==> src/rtl/icache_pkg.sv <==
`default_nettype none

package icache_pkg;

    // line and set geometry
    localparam int LEN_LINE  = 5;
    localparam int LEN_INDEX = 7;
    localparam int LEN_TAG   = 32 - LEN_LINE - LEN_INDEX;
    localparam int NR_SETS   = 1 << LEN_INDEX;
    localparam int NR_WORDS  = 1 << (LEN_LINE - 2);

    // read burst codes for a line refill
    localparam int BURST_LEN = NR_WORDS - 1;
    localparam int WORD_SIZE = 2;

    typedef logic [31:0]          addr_t;
    typedef logic [31:0]          word_t;
    typedef logic [LEN_TAG-1:0]   tag_t;
    typedef logic [LEN_INDEX-1:0] index_t;
    typedef logic [LEN_LINE-3:0]  offset_t;
    typedef logic                 way_t;

    // set index joined with word position
    typedef logic [LEN_INDEX+LEN_LINE-3:0] bank_addr_t;

    typedef enum logic [1:0] {
        IDLE,
        REFILL,
        UNCACHED
    } refill_state_t;

endpackage

`default_nettype wire

==> src/rtl/icache_beat_counter.sv <==
`default_nettype none

module icache_beat_counter (
    input  wire logic                clk,
    input  wire logic                rst,
    input  wire logic                i_clear,
    input  wire logic                i_beat,
    input  wire icache_pkg::offset_t i_critical_pos,
    output icache_pkg::offset_t      o_beat_pos,
    output logic                     o_critical_beat
);
    import icache_pkg::*;

    // word position of the next beat
    offset_t beat_pos;

    always_ff @(posedge clk) begin
        if (rst) begin
            beat_pos <= '0;
        end else if (i_clear) begin
            beat_pos <= '0;
        end else if (i_beat) begin
            beat_pos <= beat_pos + 1'b1;
        end
    end

    assign o_beat_pos = beat_pos;

    // bursts start at word zero, so the position tells the beat directly
    assign o_critical_beat = (beat_pos == i_critical_pos);

endmodule

`default_nettype wire

==> config.mk <==
export PLATFORM = sky130hd
export DESIGN_NAME = icache_beat_counter
export DESIGN_NICKNAME = d
export VERILOG_FILES = /design/src/rtl/icache_pkg.sv /design/src/rtl/icache_beat_counter.sv
export SDC_FILE = /design/constraint.sdc
export NUM_CORES = 1
export LEC_CHECK = 0
export ABC_AREA = 1
export BUFFER_PORTS_ARGS = -buffer_cell sky130_fd_sc_hd__buf_2
export CAP_MARGIN = 40
export CORE_AREA = 2 2 39 41
export DETAILED_ROUTE_END_ITERATION = 10
export DIE_AREA = 0 0 41 43
export HOLD_SLACK_MARGIN = 0.06
export SLEW_MARGIN = 20
export SYNTH_ARGS = -nofsm -noshare
export SYNTH_HDL_FRONTEND = slang
export SYNTH_SLANG_ARGS = --single-unit
==> constraint.sdc <==
create_clock -name clk -period 1.5 [get_ports clk]
set_input_delay 0.3 -clock clk [delete_from_list [all_inputs] [get_ports clk]]
set_output_delay 0.3 -clock clk [all_outputs]
set_load 0.02 [all_outputs]
; ---- Word level (Yosys, flattened, before mapping)
; Cells that the tools add are included.
[totals]
ram_bits = 0
romBits = 0
latch_bits = 0
input_bits = 7
mem_count = 0
regBits = 3
elab_cells = 4
[op_classes]
reduce_logical = 1
n_shift = 0
n_eq_ne = 1
order_cmp = 0
bitwise = 0
addsub = 1
n_mux = 0
n_mul = 0
div_mod_pow = 0
[ops]
columns = cell, count
row1 = $add A3 B1 Y3 const B, 1
row2 = $eq A3 B3 Y1, 1
row3 = $reduce_or A2 Y1, 1

; ---- Logic depth before layout (Yosys ltp)
; Gate-level depths: netlist of the first run.
[depth]
depth_word = 1
depth_mapped = 5

; ---- Worst setup path before layout of the first run
; No wires, ideal clock.
[synth_path]
kind = register to output
from = register beat_pos[1] (netlist: o_beat_pos[1])
to = output port o_critical_beat
path_buffers = 0
required_time_ps = 1200
path_stages_with_launch = 4
path_slack_ps = 247
t_arrival_ps = 953
cell_sequence = dfxtp_1 > xnor2_1 > nand2_1 > nor2_1
[synth_via]
elab_chain_len = 1
[synth_rtl]
columns = element, line
row1 = from (decl), icache_beat_counter.sv:15  ; offset_t beat_pos;
row2 = from (signal assigned), icache_beat_counter.sv:23  ; beat_pos <= beat_pos + 1'b1;
row3 = $eq A3 B3 Y1, icache_beat_counter.sv:30  ; assign o_critical_beat = (beat_pos == i_critical_pos);
row4 = to (decl), icache_beat_counter.sv:10  ; output logic o_critical_beat
; Every way passes these cells.

; ---- Worst setup path in the final report of the first run
; Ends and elaborated chain as after synthesis.

==> impl_metrics.json, run 1 <==
{
  "p_int_mw": 0.198,
  "synth.largest_area_cell": "dfxtp_1",
  "crit_arrival_ps": 1040,
  "register_area_sq_um": 60.1,
  "status": "completed",
  "multi_input_area_sq_um": 100,
  "dieHeight_microns": 43,
  "avgSynthCellArea_sq_um": 6.86,
  "ant_nets": 0,
  "holdBufCountCts": 0,
  "p_sw_share_pct": 23.3,
  "switchingPower_mw": 0.0601,
  "cts_buffers": 3,
  "synth_cell_types": 12,
  "grt_setup_unrepaired": "false",
  "syn_nets": 33,
  "finClkSkew_ps": 1.84,
  "syn_to_final_growth_pct": 56.2,
  "powerDensity_mw_per_mm2": 964,
  "insertion_delay_ps": 230,
  "drtIter0Drc": 0,
  "crit_fanout": 4,
  "synth-seq-area-share_pct": 35.0,
  "p_leak_nw": 0.145,
  "max-clock-path-buffers": 2,
  "fillers": 162,
  "avgViaCountPerCell": 3.35,
  "drv_cap": 0,
  "worst_pin_slew_ps": 143,
  "route.vias.total": 184,
  "synthTopCellsByArea": "dfxtp_1 (35%), nand2_1 (15%), nor2_1 (8.8%), ha_1 (7.3%), inv_1 (6.6%)",
  "grt_overflow": 0,
  "cts.sinks": 3,
  "worstPathRequired_ps": 1200,
  "antenna_found_initial": 0,
  "largest_register_ffs": 3,
  "r2r_setup_slack_ps": 620,
  "path_clk_slew_ps": 40,
  "grt_first_pass_wirelength_microns": 565,
  "yosysWarnings": 0,
  "worst_slew_margin_rel_pct": 90.3,
  "n_antenna_cell": 0,
  "clock_power_share_pct": 53.7,
  "first_pass_iters": 1,
  "routed_wl_microns": 375,
  "setup_tns_ps": 0,
  "gp_congestion": 0.571,
  "initial_core_util_pct": 12.4,
  "coreArea_sq_mm": 0.00138,
  "cp-end-kind": "primary output",
  "grt_pass1_vias": 169,
  "synth_seq_cells": 3,
  "post-route-period-util_pct": 89.2,
  "fin_nets": 48,
  "start_kind": "register",
  "cts_setup_buffers": 0,
  "setup_violations": 0,
  "drv_slew": 0,
  "htree_levels": 1,
  "p_comb_share_pct": 13.2,
  "drive_gt1_share_pct": 35.9,
  "synth_cells": 25,
  "die_w_microns": 41,
  "wire_per_inst_microns": 6.82,
  "root_buffer": "clkbuf_4",
  "fmax_mhz": 747,
  "grt_use_total_pct": 5.52,
  "holdCritPathClass": "primary input to register",
  "post-route-min-period_ps": 1340,
  "yosys.area.top_type_share_pct": 35.0,
  "fin_area_sq_um": 268,
  "drc": 0,
  "ir_drop_uv": 148,
  "critPathKind": "register to primary output",
  "rows": 14,
  "finalHoldViolCount": 0,
  "placed_area_sq_um": 241,
  "cts_tree": "yes",
  "p_seq_share_pct": 33.0,
  "post_cts_resized": 0,
  "dp_hpwl_microns": 323,
  "syn_area_sq_um": 171,
  "io_pins": 11,
  "port_buffers": 10,
  "grt_max_degree": 6,
  "die-area_sq_mm": 0.00176
}
==> placed cells by master, fill, tap and decap left out <==
cell type / instances
a21oi_1: 1
nand3_1: 1
a21boi_1: 1
o21ai_0: 1
xor2_1: 1
clkbuf_4: 3
inv_1: 3
xnor2_1: 1
nand2_1: 7
buf_2: 10
nor2_2: 1
clkbuf_1: 1
nor2_1: 4
ha_1: 1
dfxtp_1: 3
==> final cells by class <==
cell class,count,share of cell area [%]
inverter,3,4.21
timing repair buffer,10,18.7
tap,16,7.48
sequential,3,22.4
multi-input combinational,19,37.4
clock buffer,4,9.81
==> stage by stage <==
| stage | worst slack (ps) | instances | power (mW) | util [%] | hold WS [ps] |
|---|---|---|---|---|---|
| final | 162 | 55 | 0.258 | 19.3 | 324 |
| after global routing | 55.2 | 55 | 0.277 | 19.3 | 335 |
| after CTS | 141 | 55 | 0.267 | 19.3 | 322 |
| after detailed placement | 371 | 51 | 0.121 | 17.5 | 505 |
| after global placement | 387 | 51 | 0.120 | 17.5 | 504 |
| after floorplan | 247 | 25 | 0.105 | - | 447 |
==> power by group through the flow <==
stage,Sequential [mW],Clock (mW),Combinational [mW]
floorplan,0.0890,0,0.0164
global placement,0.0865,0,0.0340
detailed placement,0.0865,0,0.0349
CTS,0.0854,0.146,0.0350
global route,0.0857,0.152,0.0394
finish,0.0853,0.139,0.0341
==> cells by family after synthesis <==
| group | Yosys count | synth area share, % |
|---|---|---|
| xor gates and xnor gates | 2 | 10.2 |
| buffers and inverters | 3 | 6.57 |
| and+or+nand+nor | 13 | 30.7 |
| adders and majority gates | 1 | 7.30 |
| AOI/OAI and AO/OA | 3 | 10.2 |
| DFF | 3 | 35.0 |
==> cell usage after synthesis, drive strengths merged <==
library cell and instances:
nand2 7, xor2 1, nand3 1, o21ai 1, nor2 5, ha 1, a21boi 1, dfxtp 3
xnor2 1, inv 3, a21oi 1
==> worst paths after layout <==
path                                     from               to  depth (start not counted)
worst min-delay path                      rst    o_beat_pos[2]                          4
worst max register to register  o_beat_pos[1]    o_beat_pos[1]                          3
worst max-delay path            o_beat_pos[1]  o_critical_beat                          4
worst min register to register  o_beat_pos[0]    o_beat_pos[0]                          2
==> routing by layer <==
layer	routed length [microns]	up-vias	part of all wire, %	GRT usage (%)
li1	-	104	-	-
met1	134	74	36	4.18
met2	200	6	53	7.50
met3	41	0	11	3.14
met4	0	0	0	8.00
met5	0	-	0	0
==> worst max-delay path: stages (launching register included) <==
cell and delay [ps]:
dfxtp_1 380, xnor2_1 140, nand2_1 60, nor2_1 70, buf_2 160
(Power assumes the default switching activity.)
==> run 2: changes to the inputs <==
- BUFFER_PORTS_ARGS: -buffer_cell sky130_fd_sc_hd__buf_2 -> -buffer_cell sky130_fd_sc_hd__buf_4
==> run 2 against run 1 <==
Power is 3.8% higher; largest cell class unchanged; clock-buffer cell count stayed put; via count is 6.5% higher; largest power group unchanged.
==> impl_metrics.json, run 2 (synthesized netlist as in run 1, its figures left out) <==
{
  "status": "completed",
  "drtIter0Drc": 2,
  "dp.cells": 51,
  "holdCritPathClass": "primary input to register",
  "drive_gt1_share_pct": 35.9,
  "fmax_mhz": 744,
  "layout_commonest_cell": "buf_4",
  "die-area_sq_mm": 0.00176,
  "finClkSkew_ps": 0.537,
  "crit_fanout": 4,
  "setup_ws_ps": 156,
  "register_area_sq_um": 60.1,
  "detailedPlace.worstSlack_ps": 360,
  "crit_arrival_ps": 1040,
  "cts_buffers": 3,
  "grt_pass1_vias": 189,
  "critPathKind": "register to primary output",
  "root_buffer": "clkbuf_4",
  "cts.sinks": 3,
  "p_int_mw": 0.205,
  "post-route-period-util_pct": 89.6,
  "n_antenna_cell": 0,
  "coreArea_sq_mm": 0.00138,
  "post_cts_resized": 0,
  "drc": 0,
  "ant_nets": 0,
  "start_kind": "register",
  "avgViaCountPerCell": 3.56,
  "drv_cap": 0,
  "worst_pin_slew_ps": 154,
  "first_pass_iters": 4,
  "die_w_microns": 41,
  "fin_nets": 48,
  "syn_to_final_growth_pct": 70.8,
  "grt_use_total_pct": 6.21,
  "multi_input_area_sq_um": 100,
  "grt_max_degree": 6,
  "p_sw_share_pct": 23.7,
  "rows": 14,
  "io_pins": 11,
  "grt_first_pass_wirelength_microns": 662,
  "dp_hpwl_microns": 327,
  "grt_setup_unrepaired": "false",
  "setup_violations": 0,
  "p_seq_share_pct": 31.9,
  "grt_overflow": 0,
  "post-route-min-period_ps": 1340,
  "htree_levels": 1,
  "fillers": 170,
  "routed_wl_microns": 410,
  "path_clk_slew_ps": 40,
  "p_comb_share_pct": 15.2,
  "cp-end-kind": "primary output",
  "port_buffers": 10,
  "switchingPower_mw": 0.0634,
  "insertion_delay_ps": 230,
  "finalNonFillerCells": 55,
  "initial_core_util_pct": 12.4,
  "wire_per_inst_microns": 7.45,
  "finalHoldViolCount": 0,
  "cts_tree": "yes",
  "layout_common_cells": "buf_4 (10), nand2_1 (7), nor2_1 (4)",
  "max-clock-path-buffers": 2,
  "setup_tns_ps": 0,
  "worst_slew_margin_rel_pct": 89.6,
  "cts_setup_buffers": 0,
  "r2r_setup_slack_ps": 610,
  "worstPathRequired_ps": 1200,
  "gp_congestion": 0.595,
  "route.vias.total": 196,
  "p_leak_nw": 0.150,
  "holdBufCountCts": 0,
  "antenna_found_initial": 0,
  "clock_power_share_pct": 52.9,
  "drv_slew": 0,
  "powerDensity_mw_per_mm2": 915,
  "dieHeight_microns": 43,
  "largest_register_ffs": 3,
  "ir_drop_uv": 164
}
-- run 2: final timing paths --
check / cells after the start / end / startpoint
worst max register to register: 3 / o_beat_pos[1] / o_beat_pos[1]
worst min-delay path: 4 / o_beat_pos[2] / rst
worst max-delay path: 4 / o_critical_beat / o_beat_pos[1]
worst min register to register: 2 / o_beat_pos[0] / o_beat_pos[0]
-- run 2: final cells by class --
class	instances	area share, %
Timing Repair Buffer	10	25.6
Tap cell	16	6.84
Clock buffer	4	8.97
Inverter	3	3.85
Multi-Input combinational cell	19	34.2
Sequential cell	3	20.5
-- run 2: through the flow --
step,cell area [sq um],util (%),total power [mW],hold WS [ps]
floorplan,171,-,0.105,447
global placement,267,19.3,0.127,508
detailed placement,267,19.3,0.128,523
CTS,293,21.2,0.275,312
global route,293,21.2,0.288,332
finish,293,21.2,0.268,316
-- run 2: power by group through the flow --
| stage | clock network [mW] | logic [mW] | registers (mW) |
|---|---|---|---|
| 2_1_floorplan | 0 | 0.0164 | 0.0890 |
| 3_3_place_gp | 0 | 0.0406 | 0.0866 |
| 3_5_place_dp | 0 | 0.0414 | 0.0869 |
| 4_1_cts | 0.148 | 0.0415 | 0.0856 |
| 5_1_grt | 0.156 | 0.0463 | 0.0859 |
| 6_report | 0.142 | 0.0408 | 0.0855 |
-- run 2: worst max-delay path: stages (launching register included) --
cell     delay [ps]
dfxtp_1         390
xnor2_1         140
nand2_1          60
nor2_1           80
buf_4           140
-- run 2: per-layer routing --
metal,wire (microns),global-route usage (%)
met2,226,9.69
met5,0,0
met1,136,4.15
met4,0,6.00
met3,47,4.71
==> run 3: changes to the inputs <==
- clock period: 1.5 -> 1.1 ns (I/O delays scaled with it)
==> run 3 against run 2 <==
The flow now finishes with violations (negative setup slack); via count rose by 6.6%; largest power group unchanged; cell count rose by 5.5%; hold slack got worse by 81 ps; combinational power rose by 74%; first-iteration DRC count did not move; clock power rose by 32%; design area rose by 15%; core utilization rose by 3.1 points; critical endpoint unchanged.
==> impl_metrics.json, run 3 (synthesized netlist as in run 1, its figures left out) <==
{
  "cts_buffers": 3,
  "hold_depth": 4,
  "grt_use_total_pct": 6.32,
  "holdBufCountCts": 0,
  "status": "finished, violations left",
  "crit_fanout": 2,
  "grt_setup_unrepaired": "true",
  "powerDensity_mw_per_mm2": 1120,
  "layout_commonest_cell": "buf_4",
  "setup_ws_ps": -84.6,
  "grt_overflow": 0,
  "holdWs_ps": 235,
  "drive_gt1_share_pct": 57.1,
  "grt_first_pass_wirelength_microns": 696,
  "insertion_delay_ps": 230,
  "antenna_found_initial": 0,
  "ant_nets": 0,
  "io_pins": 11,
  "failed_checks": "negative setup slack",
  "routed_wl_microns": 460,
  "path_clk_slew_ps": 40,
  "drc": 0,
  "cts.sinks": 3,
  "initial_core_util_pct": 12.4,
  "n_antenna_cell": 0,
  "max-clock-path-buffers": 2,
  "busiest_layer": "met2",
  "syn_to_final_growth_pct": 95.6,
  "worst_pin_slew_ps": 174,
  "setup_violations": 1,
  "p_seq_share_pct": 31.1,
  "met2_usage_pct": 9.06,
  "die-area_sq_mm": 0.00176,
  "fin_total_pwr_mw": 0.376,
  "p_int_mw": 0.289,
  "crit_arrival_ps": 960,
  "coreArea_sq_mm": 0.00138,
  "p_sw_share_pct": 23.2,
  "max_stage_delay_ps": 340,
  "cp.depth": 4,
  "layout_common_cells": "buf_4 (12), nand2_1 (6), nor2_1 (3), clkbuf_4 (3), dfxtp_2 (3)",
  "path_cells": "xnor2_2, nand2_1, nor2_2, buf_6",
  "finalHoldViolCount": 0,
  "ir_drop_uv": 377,
  "fin_nets": 51,
  "finClkSkew_ps": 2.03,
  "post-route-period-util_pct": 108,
  "route.vias.total": 209,
  "grt_pass1_vias": 182,
  "r2r_cells": 4,
  "fmax_mhz": 844,
  "wire_per_inst_microns": 7.93,
  "dieHeight_microns": 43,
  "worstPathRequired_ps": 880,
  "fillers": 164,
  "worst_slew_margin_rel_pct": 88.3,
  "rows": 14,
  "drtIter0Drc": 2,
  "crit_slowest_cell": "dfxtp_2",
  "cp-end-kind": "primary output",
  "clock_power_share_pct": 50.0,
  "drv_slew": 0,
  "switchingPower_mw": 0.0872,
  "p_comb_share_pct": 18.9,
  "path_delay_family": "flip-flops",
  "post-route-min-period_ps": 1180,
  "avgViaCountPerCell": 3.60,
  "port_buffers": 10,
  "largest_register_ffs": 3,
  "met1_usage_pct": 6.09,
  "root_buffer": "clkbuf_4",
  "dp_hpwl_microns": 314,
  "die_w_microns": 41,
  "critPathKind": "register to primary output",
  "grt_max_degree": 6,
  "drv_cap": 0,
  "use_met3_pct": 4.71,
  "p_leak_nw": 0.171,
  "start_kind": "register",
  "htree_levels": 1,
  "gp_congestion": 0.543,
  "cp_num_buf_inv": 1,
  "cts_tree": "yes",
  "first_pass_iters": 2,
  "holdCritPathClass": "primary input to register"
}
==> run 3: worst paths after layout <==
path,startpoint,to,slack (ps)
max,o_beat_pos[1],o_critical_beat,-80
min,rst,o_beat_pos[2],240
min reg2reg,o_beat_pos[2],o_beat_pos[2],530
max reg2reg,o_beat_pos[0],o_beat_pos[1],110
==> run 3: through the flow <==
stage / area [sq um] / utilization (%) / instances / setup TNS [ps] / worst slack [ps]
final: 335 / 24.2 / 58 / -84.6 / -84.6
after global routing: 335 / 24.2 / 58 / -159 / -159
after CTS: 318 / 23.0 / 57 / -123 / -123
after detailed placement: 269 / 19.4 / 51 / 0 / 81.3
after global placement: 269 / 19.4 / 51 / 0 / 101
after floorplan: 174 / - / 25 / 0 / 3.53
==> run 3: metal layers <==
metal	routed length [microns]	vias up
li1	-	112
met3	43	0
met1	171	91
met4	0	0
met5	0	-
met2	245	6
==> run 3: cell type report <==
type / count / area (sq um) / area share, %
clock buffers: 4 / 26.3 / 7.84
inverters: 3 / 11.3 / 3.36
multi-input cells: 19 / 113 / 33.6
well taps: 16 / 20.0 / 5.97
repair buffers: 13 / 101 / 30.2
flip-flops and latches: 3 / 63.8 / 19.0
==> run 3: timing repair <==
item / 4_1_cts / 5_1_grt
setup endpoints to repair: 1 / 1
endpoints found under the hold margin: 0 / 0
pin swaps: 3 / 2
resized for setup: 5 / 2
setup buffers: 2 / 1
==> run 3: power by group through the flow <==
| stage | Combinational [mW] | Sequential [mW] | Clock [mW] |
|---|---|---|---|
| 2_1_floorplan | 0.0236 | 0.121 | 0 |
| 3_3_place_gp | 0.0575 | 0.118 | 0 |
| 3_5_place_dp | 0.0575 | 0.118 | 0 |
| 4_1_cts | 0.0657 | 0.116 | 0.200 |
| 5_1_grt | 0.0799 | 0.117 | 0.201 |
| 6_report | 0.0709 | 0.117 | 0.188 |
==> run 3: tightest hold or removal path: stages <==
cell and delay, ps:
buf_4 80, nor2_2 40, nand2_1 50, nor2_1 30
