## config.mk

```make
export PLATFORM = sky130hd
export DESIGN_NAME = icache_refill_fsm
export DESIGN_NICKNAME = d
export VERILOG_FILES = /design/src/rtl/icache_pkg.sv /design/src/rtl/icache_refill_fsm.sv
export SDC_FILE = /design/constraint.sdc
export NUM_CORES = 1
export LEC_CHECK = 0
export ABC_AREA = 1
export CORE_ASPECT_RATIO = 0.8
export CORE_MARGIN = 2
export CORE_UTILIZATION = 60
export DETAILED_ROUTE_END_ITERATION = 10
export DONT_BUFFER_PORTS = 1
export PLACE_DENSITY_LB_ADDON = 0.1
export SLEW_MARGIN = 30
export SYNTH_ARGS = -nofsm -noshare
export SYNTH_HDL_FRONTEND = slang
export SYNTH_SLANG_ARGS = --single-unit
```

## constraint.sdc

```tcl
create_clock -name clk -period 4.8 [get_ports clk]
set_clock_uncertainty 0.05 [all_clocks]
set_input_delay 0.48 -clock clk [delete_from_list [all_inputs] [get_ports clk]]
set_output_delay 0.48 -clock clk [all_outputs]
set_load 0.02 [all_outputs]
```

## src/rtl/icache_pkg.sv

```systemverilog
`default_nettype none

package icache_pkg;

    // line and set geometry
    localparam int LEN_LINE  = 5;
    localparam int LEN_INDEX = 7;
    localparam int LEN_TAG   = 32 - LEN_LINE - LEN_INDEX;
    localparam int NR_SETS   = 1 << LEN_INDEX;
    localparam int NR_WORDS  = 1 << (LEN_LINE - 2);

    // read burst codes for a line refill
    localparam int BURST_LEN = NR_WORDS - 1;
    localparam int WORD_SIZE = 2;

    typedef logic [31:0]          addr_t;
    typedef logic [31:0]          word_t;
    typedef logic [LEN_TAG-1:0]   tag_t;
    typedef logic [LEN_INDEX-1:0] index_t;
    typedef logic [LEN_LINE-3:0]  offset_t;
    typedef logic                 way_t;

    // set index joined with word position
    typedef logic [LEN_INDEX+LEN_LINE-3:0] bank_addr_t;

    typedef enum logic [1:0] {
        IDLE,
        REFILL,
        UNCACHED
    } refill_state_t;

endpackage

`default_nettype wire

```

## src/rtl/icache_refill_fsm.sv

```systemverilog
`default_nettype none

module icache_refill_fsm (
    input  wire logic                clk,
    input  wire logic                rst,
    input  wire logic                i_advance,
    input  wire logic                i_req,
    input  wire logic                i_no_cache,
    input  wire logic                i_hit,
    input  wire icache_pkg::way_t    i_hit_way,
    input  wire icache_pkg::way_t    i_victim_way,
    input  wire icache_pkg::tag_t    i_tag,
    input  wire icache_pkg::index_t  i_index,
    input  wire icache_pkg::offset_t i_word_pos,
    input  wire logic                i_arready,
    input  wire logic                i_rvalid,
    input  wire logic                i_rlast,
    input  wire icache_pkg::word_t   i_rdata,
    input  wire logic                i_critical_beat,
    output logic                     o_arvalid,
    output icache_pkg::addr_t        o_araddr,
    output logic [7:0]               o_arlen,
    output logic [2:0]               o_arsize,
    output logic                     o_rready,
    output logic                     o_busy,
    output logic                     o_done,
    output icache_pkg::word_t        o_critical_word,
    output logic                     o_install,
    output logic                     o_touch,
    output icache_pkg::way_t         o_way,
    output logic [1:0]               o_bank_wr,
    output logic                     o_cnt_clear,
    output logic                     o_cnt_beat
);
    import icache_pkg::*;

    refill_state_t state;
    way_t          fill_way;
    logic          start;
    logic          start_uncached;
    logic          start_fill;
    logic          beat;
    logic          fill_beat;

    assign start          = (state == IDLE) && i_advance && i_req;
    assign start_uncached = start && i_no_cache;
    assign start_fill     = start && !i_no_cache && !i_hit;
    assign beat           = i_rvalid && o_rready;
    assign fill_beat      = (state == REFILL) && beat;

    always_ff @(posedge clk) begin
        if (rst) begin
            state     <= IDLE;
            o_arvalid <= 1'b0;
            o_rready  <= 1'b0;
            o_done    <= 1'b0;
        end else begin
            o_done <= 1'b0;
            case (state)
                IDLE: begin
                    if (start_uncached) begin
                        o_arvalid <= 1'b1;
                        state     <= UNCACHED;
                    end else if (start_fill) begin
                        o_arvalid <= 1'b1;
                        state     <= REFILL;
                    end
                end
                REFILL: begin
                    if (o_arvalid && i_arready) begin
                        o_arvalid <= 1'b0;
                        o_rready  <= 1'b1;
                    end else if (beat && i_rlast) begin
                        o_rready <= 1'b0;
                    end else if (!o_arvalid && !o_rready) begin
                        // last beat is in the bank by now
                        state  <= IDLE;
                        o_done <= 1'b1;
                    end
                end
                UNCACHED: begin
                    if (o_arvalid && i_arready) begin
                        o_arvalid <= 1'b0;
                        o_rready  <= 1'b1;
                    end else if (beat) begin
                        o_rready <= 1'b0;
                        state    <= IDLE;
                        o_done   <= 1'b1;
                    end
                end
                default: begin
                    state <= IDLE;
                end
            endcase
        end
    end

    always_ff @(posedge clk) begin
        if (start_uncached) begin
            o_araddr <= {i_tag, i_index, i_word_pos, 2'b00};
            o_arlen  <= 8'd0;
        end else if (start_fill) begin
            // whole line from word zero
            o_araddr <= {i_tag, i_index, {LEN_LINE{1'b0}}};
            o_arlen  <= 8'(BURST_LEN);
            fill_way <= i_victim_way;
        end
        if ((state == UNCACHED && beat) || (fill_beat && i_critical_beat)) begin
            o_critical_word <= i_rdata;
        end
    end

    assign o_arsize = 3'(WORD_SIZE);
    assign o_busy   = (state != IDLE);

    // tag store strobes act at the edge that leaves idle
    assign o_install = start_fill;
    assign o_touch   = start && !i_no_cache && i_hit;
    assign o_way     = (state == IDLE) ? (i_hit ? i_hit_way : i_victim_way) : fill_way;

    assign o_bank_wr   = {fill_way, !fill_way} & {2{fill_beat}};
    assign o_cnt_clear = start_fill;
    assign o_cnt_beat  = fill_beat;

endmodule

`default_nettype wire

```

After elaboration in Yosys (flattened, before gate mapping)
Index checks and enable logic that the tools add are counted.

operators by class
  add/sub/neg operators = 0
  multipliers = 0
  div/mod/pow operators = 0
  magnitude comparators = 0
  equal/unequal tests = 11
  shift operators = 0
  muxes and demuxes = 27
  bitwise operators = 2
  reduce and logical (&&, ||, !) cells = 29

operators with widths
  cell                count
  $mux 32             2
  $mux 1              14
  $mux 2              7
  $logic_and 1x1->1   13
  $ne 2x2->1 const B  4
  $reduce_bool 2->1   4
  $ne 3x3->1 const B  2
  $pmux 1 s2          3
  $pmux 2 s3          1
  $reduce_and 3->1    2
  $reduce_and 6->1    1
  $logic_not 1->1     5
  $ne 2x1->1 const B  2
  $ne 3x1->1 const B  1
  $and 2x2->2         1
  $eq 2x1->1 const B  1
  $eq 2x2->1 const B  1
  $logic_not 2->1     1
  $reduce_and 2->1    1
  $reduce_or 2->1     1
  $logic_or 1x1->1    1
  $not 1->1           1

word-level totals
  bits in registers = 69
  latch bits = 0
  RAM bits = 0
  memory bits (read-only) = 0
  input bits = 74
  output and inout bits = 86
  memories kept = 0

Logic depth before layout (Yosys ltp)
Gate-level depths: netlist (run 1).

  depth after elaboration = 8
  depth in mapped cells = 10
  gate-level depth less buffers = 10

Least setup slack after synthesis (run 1)
No wires, ideal clock.

  path kind = register to register
  from = register state[0]
  to = register o_critical_word[0] (enable)
  library setup time = 0.466 ns
  arrival time = 2.922 ns
  data required time = 4.284 ns
  path slack = 1.362 ns
  cell stages (with the launch flop) = 5
  buffers on the path = 0
  clock period less this slack = 3.438 ns
  cell sequence = dfxtp_1 -> inv_1 -> ha_1 -> inv_1 -> o21ai_0

between the ends
  longest elaborated chain between the ends = 4
  elaborated cells on any way between the ends = 6
  classes of those cells = eq/ne: 2; reduce/logical: 4

RTL lines
  what                    RTL line                  source
  start, declared         icache_refill_fsm.sv:37   refill_state_t state;
  start signal, assigned  icache_refill_fsm.sv:53   state <= IDLE;
  start signal, assigned  icache_refill_fsm.sv:63   state <= UNCACHED;
  start signal, assigned  icache_refill_fsm.sv:66   state <= REFILL;
  $eq 2x1->1              icache_refill_fsm.sv:49   assign fill_beat = (state == REFILL) && beat;
  $logic_and 1x1->1       icache_refill_fsm.sv:49
  $logic_and 1x1->1       icache_refill_fsm.sv:108  if ((state == UNCACHED && beat) || (fill_beat && i_critical_beat)) begin
  $logic_or 1x1->1 (*)    icache_refill_fsm.sv:108
  end signal, assigned    icache_refill_fsm.sv:109  o_critical_word <= i_rdata;
  end, declared           icache_refill_fsm.sv:27   output icache_pkg::word_t o_critical_word,

Every way passes the cells marked *; elsewhere a longest branch is shown, timed or not.
A chain may end at the register's enable or synchronous reset.

Worst setup path in the final report (run 1)
  from = register state[0]
  to = output o_touch

between the ends
  longest elaborated chain between the ends = 5

RTL lines
  what                             RTL line                  source
  $logic_not 2->1                  icache_refill_fsm.sv:45   assign start = (state == IDLE) && i_advance && i_req;
  $logic_and 1x1->1 (2 in series)  icache_refill_fsm.sv:45
  $logic_and 1x1->1 (2 in series)  icache_refill_fsm.sv:118  assign o_touch = start && !i_no_cache && i_hit;
  end, declared                    icache_refill_fsm.sv:29   output logic o_touch,

No other way between the ends.

==> results of run 1 <==
layout make-up:
type,count,area share [%]
clock buffer,12,5.09
sequential,69,75.7
tap,55,2.59
clock inverter,3,1.41
timing repair buffer,1,0.283
inverter,19,2.68
multi-input combinational,62,12.2
path summary, 6_finish.rpt:
path                            cells after the start                           end  slack [ps]
worst min-delay path                                1        o_arvalid$_SDFFE_PP0P_         160
worst min register to register                      2         state[1]$_SDFFE_PP0P_         460
worst max-delay path                                6                       o_touch        2420
worst max register to register                      7  o_critical_word[9]$_DFFE_PP_        2790
state kept, by name (all words and copies together), names as in the netlist:
name / count
o_critical_word: 32
o_araddr: 30
state: 2
fill_way: 1
o_arlen: 1
o_arvalid: 1
o_done: 1
o_rready: 1
per-stage QoR:
stage,power [mW],cell area [µm²]
floorplan,0.871,2500
global placement,0.875,2480
detailed placement,0.881,2480
CTS,1.29,2660
global route,1.34,2660
finish,1.27,2660
layer usage:
layer	wire (µm)	GRT usage (%)	up-vias
met5	0	0	-
met4	31	7.52	0
met3	407	12.3	4
met2	2290	30.3	99
met1	1430	15.0	552
li1	-	-	527
kinds of logic (layout without fill, tap and decap cells):
kind of cell / count (synthesis) / count (layout) / synth area share (%)
flops: 69 / 69 / 81.4
fa+ha+maj: 4 / 4 / 2.03
compound gates: 11 / 11 / 2.99
other cells: 2 / 10 / 0.304
buf+inv: 32 / 35 / 6.83
simple gates: 37 / 37 / 6.43
placed cells by master, fill, tap and decap left out:
master     count
a21oi_1        1
a21oi_2        2
a32oi_1        1
buf_4          1
bufinv_16      1
clkbuf_1       3
clkbuf_8       9
clkinv_1       3
conb_1        10
dfxtp_1        6
edfxtp_1      63
ha_1           4
inv_1         14
inv_2          4
nand2_1       16
nand2_2        1
nand3_1        4
nor2_1        12
nor2_2         1
nor2_4         1
nor3_1         2
o21ai_0        3
o21ai_2        2
o22ai_1        1
o31ai_1        1
worst register-to-register path: stages (launching register included):
cell and delay, ps:
dfxtp_1 510, nand2_1 130, inv_1 140, nand2_1 100
inv_1 180, nand2_1 100, o21ai_2 60, buf_4 370
power breakdown:
group	internal [mW]	switching [mW]	leakage, nW
logic	0.0303	0.0845	0.245
registers	0.694	0.0586	0.623
clock network	0.234	0.173	0.0855
total	0.959	0.316	0.954
==> reports/results.tsv, run 1 <==
metric	value	unit
status	finished, final reports clean	
placed wire-length estimate	3270	µm
hold buffer count at cts	0	
Worst path slowest cell	nor3_1	
Multi-input gate area	324	µm²
Commonest cells post-synth	edfxtp_1 (63), nand2_1 (16), inv_1 (15)	
hold slack	157	ps
clock-pin transition on the worst setup and hold timing paths	70	ps
Fillers	269	
Async S/R FF share, synth	0	%
synth warn	0	
fin. max-slew vios	0	
Worst-Margin Slew	635	ps
Setup CP Type	register to output pin	
Synth Instances	155	
CTS buffer count	9	
most used cell, CP	inv_2	
crit share post-route	49.6	%
post-CTS setup buffers	0	
most area-hungry cell type in the Yosys netlist	edfxtp_1	
post_cts resized	0	
CP Cell Sequence	inv_1, ha_1, inv_2, nor2_4, inv_2, nor3_1	
Clock Tree Buf Depth	2	
nature of the critical path endpoint	output pin	
count of cell types in the netlist	22	
nets@finish	240	
pre-CTS setup slack	2530	ps
final setup fails	0	
Layout Cells excl Fill	221	
Largest stage delay, worst path	490	ps
endpoints failing hold	0	
starting density of the core	63.7	%
Max rail drop VDD	0.278	mV
Main synth FF type	edfxtp_1	
Post-synth EDFFs	63	
most frequent cell after synthesis	edfxtp_1	
clock sinks	69	
initial antenna violation count	0	
Site Rows	20	
Final Util	68.5	%
Worst Hold Class	input pin to register	
WP data required	4270	ps
Die W	75.8	µm
Post-Syn Area	0.00247	mm²
P_leak	0.954	nW
core area	0.00388	mm²
share of the yosys chip area belonging to registers	81.4	%
CP delay by family, top	simple AND/OR/NAND/NOR gates	
P per Cell Area	480	mW/mm²
antenna cell count	0	
IO Pins	160	
largest net degree at the start of global routing	33	
worst path buffer plus inverter count	3	
CTS tree	done	
Max Freq	0.420	GHz
Final WS setup	2420	ps
Crit Path Max Fanout	5	
max cap viols	0	
Routed WL per cell	18.9	µm
worst hold path startpoint	rst	
Clk Latency, worst-skew pair	320	ps
total negative slack	0	ps
relative slew slack	57.3	%
Overflow after GRT	0	
critical path launch point type	register	
antenna-violating nets left	0	
Area contributors post-synth	edfxtp_1 (77%), dfxtp_1 (4.9%), buf_4 (3.9%), nand2_1 (2.4%), inv_1 (2.3%)	
Vert. Die Dim	61.4	µm
first-pass GRT wire length	5250	µm
DRC Markers	0	
port buffer count	0	
Inst Count DP	206	
worst r2r src	o_rready$_SDFFE_PP0P_	
share of cells above drive strength 1	13.3	%
vias in the first global route	1054	
GPL Wtd Cong	0.799	
DR vias	1182	
synthesized area per cell	15.9	µm²
RSZ-0062 raised after global routing	no	
critical path launch point	state[0]$_SDFFE_PP0P_	
Iteration-0 DRC Markers	67	
H-tree depth	3	
Reg area	0.00201	mm²
Total Routing Usage GR	17.3	%
Vias/cell	5.35	
synthesized flop and latch total	69	
Die Area	0.00465	mm²
Pre-antenna DRT Iters	4	
min Tclk post-route	2380	ps
Root Driver	clkbuf_8	
synthesis-to-layout area growth	7.49	%
Synth top area share	76.6	%
final wirelength	4170	µm
arrival time at the worst endpoint	1850	ps
(Power assumes the default switching activity.)
==> run 2: changes to the inputs <==
--- a/config.mk
+++ b/config.mk
@@ -5,7 +5,7 @@
 export SDC_FILE = /design/constraint.sdc
 export NUM_CORES = 1
 export LEC_CHECK = 0
-export ABC_AREA = 1
+export ABC_AREA = 0
 export CORE_ASPECT_RATIO = 0.8
 export CORE_MARGIN = 2
 export CORE_UTILIZATION = 60
==> constraint.sdc (replaced) <==
create_clock -name clk -period 2.4 [get_ports clk]
set_clock_uncertainty 0.05 [all_clocks]
set_input_delay 0.24 -clock clk [delete_from_list [all_inputs] [get_ports clk]]
set_output_delay 0.24 -clock clk [all_outputs]
set_load 0.02 [all_outputs]
==> run 2 against run 1 <==
Area after synthesis about the same. Critical path depth fell by 2. Largest cell class unchanged. Worst setup slack worse by 2100 ps.
==> reports/results.tsv, run 2 <==
metric	value	unit
max cap viols	0	
CTS tree	done	
core area	0.00388	mm²
P per Cell Area	726	mW/mm²
Async S/R FF share, synth	0	%
placed wire-length estimate	3440	µm
Vias/cell	5.32	
share of cells above drive strength 1	8.88	%
DRC Markers	0	
critical path launch point type	register	
Die Area	0.00465	mm²
P_leak	1.18	nW
largest net degree at the start of global routing	33	
Pre-antenna DRT Iters	4	
worst path buffer plus inverter count	1	
clock sinks	69	
Setup CP Type	register to output pin	
WP data required	2110	ps
IO Pins	160	
port buffer count	0	
max layer used	met4	
Crit Path Max Fanout	5	
Site Rows	20	
synthesis-to-layout area growth	32.3	%
Area contributors post-synth	edfxtp_1 (77%), dfxtp_1 (4.9%), buf_4 (3.9%), ha_1 (2.0%), inv_1 (1.4%)	
max reg flops	32	
total negative slack	0	ps
nature of the critical path endpoint	output pin	
final wirelength	5730	µm
Total Routing Usage GR	24.8	%
Top Registers	o_critical_word: 32 flops, o_araddr: 30 flops, state: 2 flops	
Largest stage delay, worst path	400	ps
share of the yosys chip area belonging to registers	81.4	%
Worst Hold Class	input pin to register	
crit share post-route	85.9	%
initial antenna violation count	0	
synth warn	0	
CP Cell Sequence	inv_1, ha_1, and3_1, nor2b_1	
DR vias	1431	
Biggest register	o_critical_word	
Synth Instances	139	
Clock Tree Buf Depth	2	
antenna cell count	0	
Iteration-0 DRC Markers	106	
metal3 WL	518	µm
Synth top area share	76.5	%
arrival time at the worst endpoint	1770	ps
nets@finish	287	
Post-Syn Area	0.00247	mm²
Worst-Margin Slew	611	ps
Vert. Die Dim	61.4	µm
min Tclk post-route	2060	ps
status	finished, final reports clean	
Worst path slowest cell	nor2b_1	
Max Freq	0.485	GHz
most common cell after layout, fill and taps aside	edfxtp_1	
pre-CTS setup slack	505	ps
first-pass GRT wire length	7560	µm
CP delay by family, top	simple AND/OR/NAND/NOR gates	
clock-pin transition on the worst setup and hold timing paths	70	ps
starting density of the core	63.7	%
synthesized area per cell	17.8	µm²
Root Driver	clkbuf_8	
Die W	75.8	µm
Max rail drop VDD	0.420	mV
Inst Count DP	192	
H-tree depth	3	
GPL Wtd Cong	0.736	
Overflow after GRT	0	
Post-synth EDFFs	63	
Main synth FF type	edfxtp_1	
most area-hungry cell type in the Yosys netlist	edfxtp_1	
vias in the first global route	1412	
Final Util	84.4	%
post_cts resized	0	
fin. max-slew vios	0	
Clk Latency, worst-skew pair	330	ps
Metal-1 WL	2010	µm
Final WS setup	338	ps
final setup fails	0	
antenna-violating nets left	0	
count of cell types in the netlist	30	
most frequent cell after synthesis	edfxtp_1	
CTS buffer count	9	
relative slew slack	59.2	%
WL met2	3080	µm
commonest non-fill, non-tap cells in the layout	edfxtp_1 (63), dlygate4sd3_1 (61), conb_1 (10), clkbuf_8 (10), inv_1 (9)	
Layout Cells excl Fill	269	
hold slack	48.5	ps
Routed WL per cell	21.3	µm
synthesized flop and latch total	69	
RSZ-0062 raised after global routing	no	
Commonest cells post-synth	edfxtp_1 (63), buf_4 (13), inv_1 (9)	
endpoints failing hold	0	
[run 2: changes by cell type in the layout (fill, tap and decap cells not counted), moves of 3 or more]
| cell | change |
|---|---|
| dlygate4sd3_1 | +61 |
| nand2_1 | -14 |
| inv_1 | -5 |
| nor2_1 | -5 |
| inv_2 | -4 |
| and3_1 | +3 |
| clkinv_1 | -3 |
| o21ai_0 | -3 |
[run 2: kinds of logic after synthesis]
family                     Yosys count  synth area share, %
muxes                                1                0.405
other                                2                0.304
AOI/OAI and AO/OA                   16                 4.81
adders and majority gates            4                 2.02
and+or+nand+nor                     25                 5.77
buffers and inverters               22                 5.31
DFF                                 69                 81.4
[run 2: worst register-to-register path: stages (launching register included)]
cell and delay [ps]:
dfxtp_1 340, inv_1 100, ha_1 290, nand4_1 320, nand2b_1 170, buf_4 350
[run 2: worst paths after layout]
path / from / end / slack (ps) / cells past startpoint
worst max-delay path: state[1]$_SDFFE_PP0P_ / o_bank_wr[0] / 340 / 4
worst min-delay path: i_arready / o_rready$_SDFFE_PP0P_ / 50 / 2
worst max register to register: state[1]$_SDFFE_PP0P_ / o_araddr[13]$_DFFE_PP_ / 440 / 5
worst min register to register: state[1]$_SDFFE_PP0P_ / state[1]$_SDFFE_PP0P_ / 520 / 2
[run 2: cell type report]
cell class	count	area, µm²
timing repair buffer	64	633
clock buffer	14	153
fill	172	607
tap	55	68.8
multi-input combinational	56	362
inverter	9	33.8
clock inverter	2	10.0
sequential	69	2010
[run 2: metal layers]
metal | vias to the layer above | track usage [%]
li1 | 632 | -
met1 | 676 | 25.8
met2 | 111 | 42.2
met3 | 12 | 11.3
met4 | 0 | 13.3
met5 | - | 0
[run 2: power by group]
part           switching [mW]  internal, mW
registers              0.0664          1.35
clock network           0.390         0.402
logic                  0.0791        0.0875
[run 2: stage by stage]
step / cell area (µm²) / power, mW
floorplan: 2500 / 1.52
global placement: 2500 / 1.52
detailed placement: 2500 / 1.52
CTS: 3270 / 2.36
global route: 3270 / 2.47
finish: 3270 / 2.37
[run 2: timing repair]
action,CTS,global route
hold buffers,61,0
endpoints found under the setup margin,0,0
setup buffers,0,0
endpoints found under the hold margin,64,0
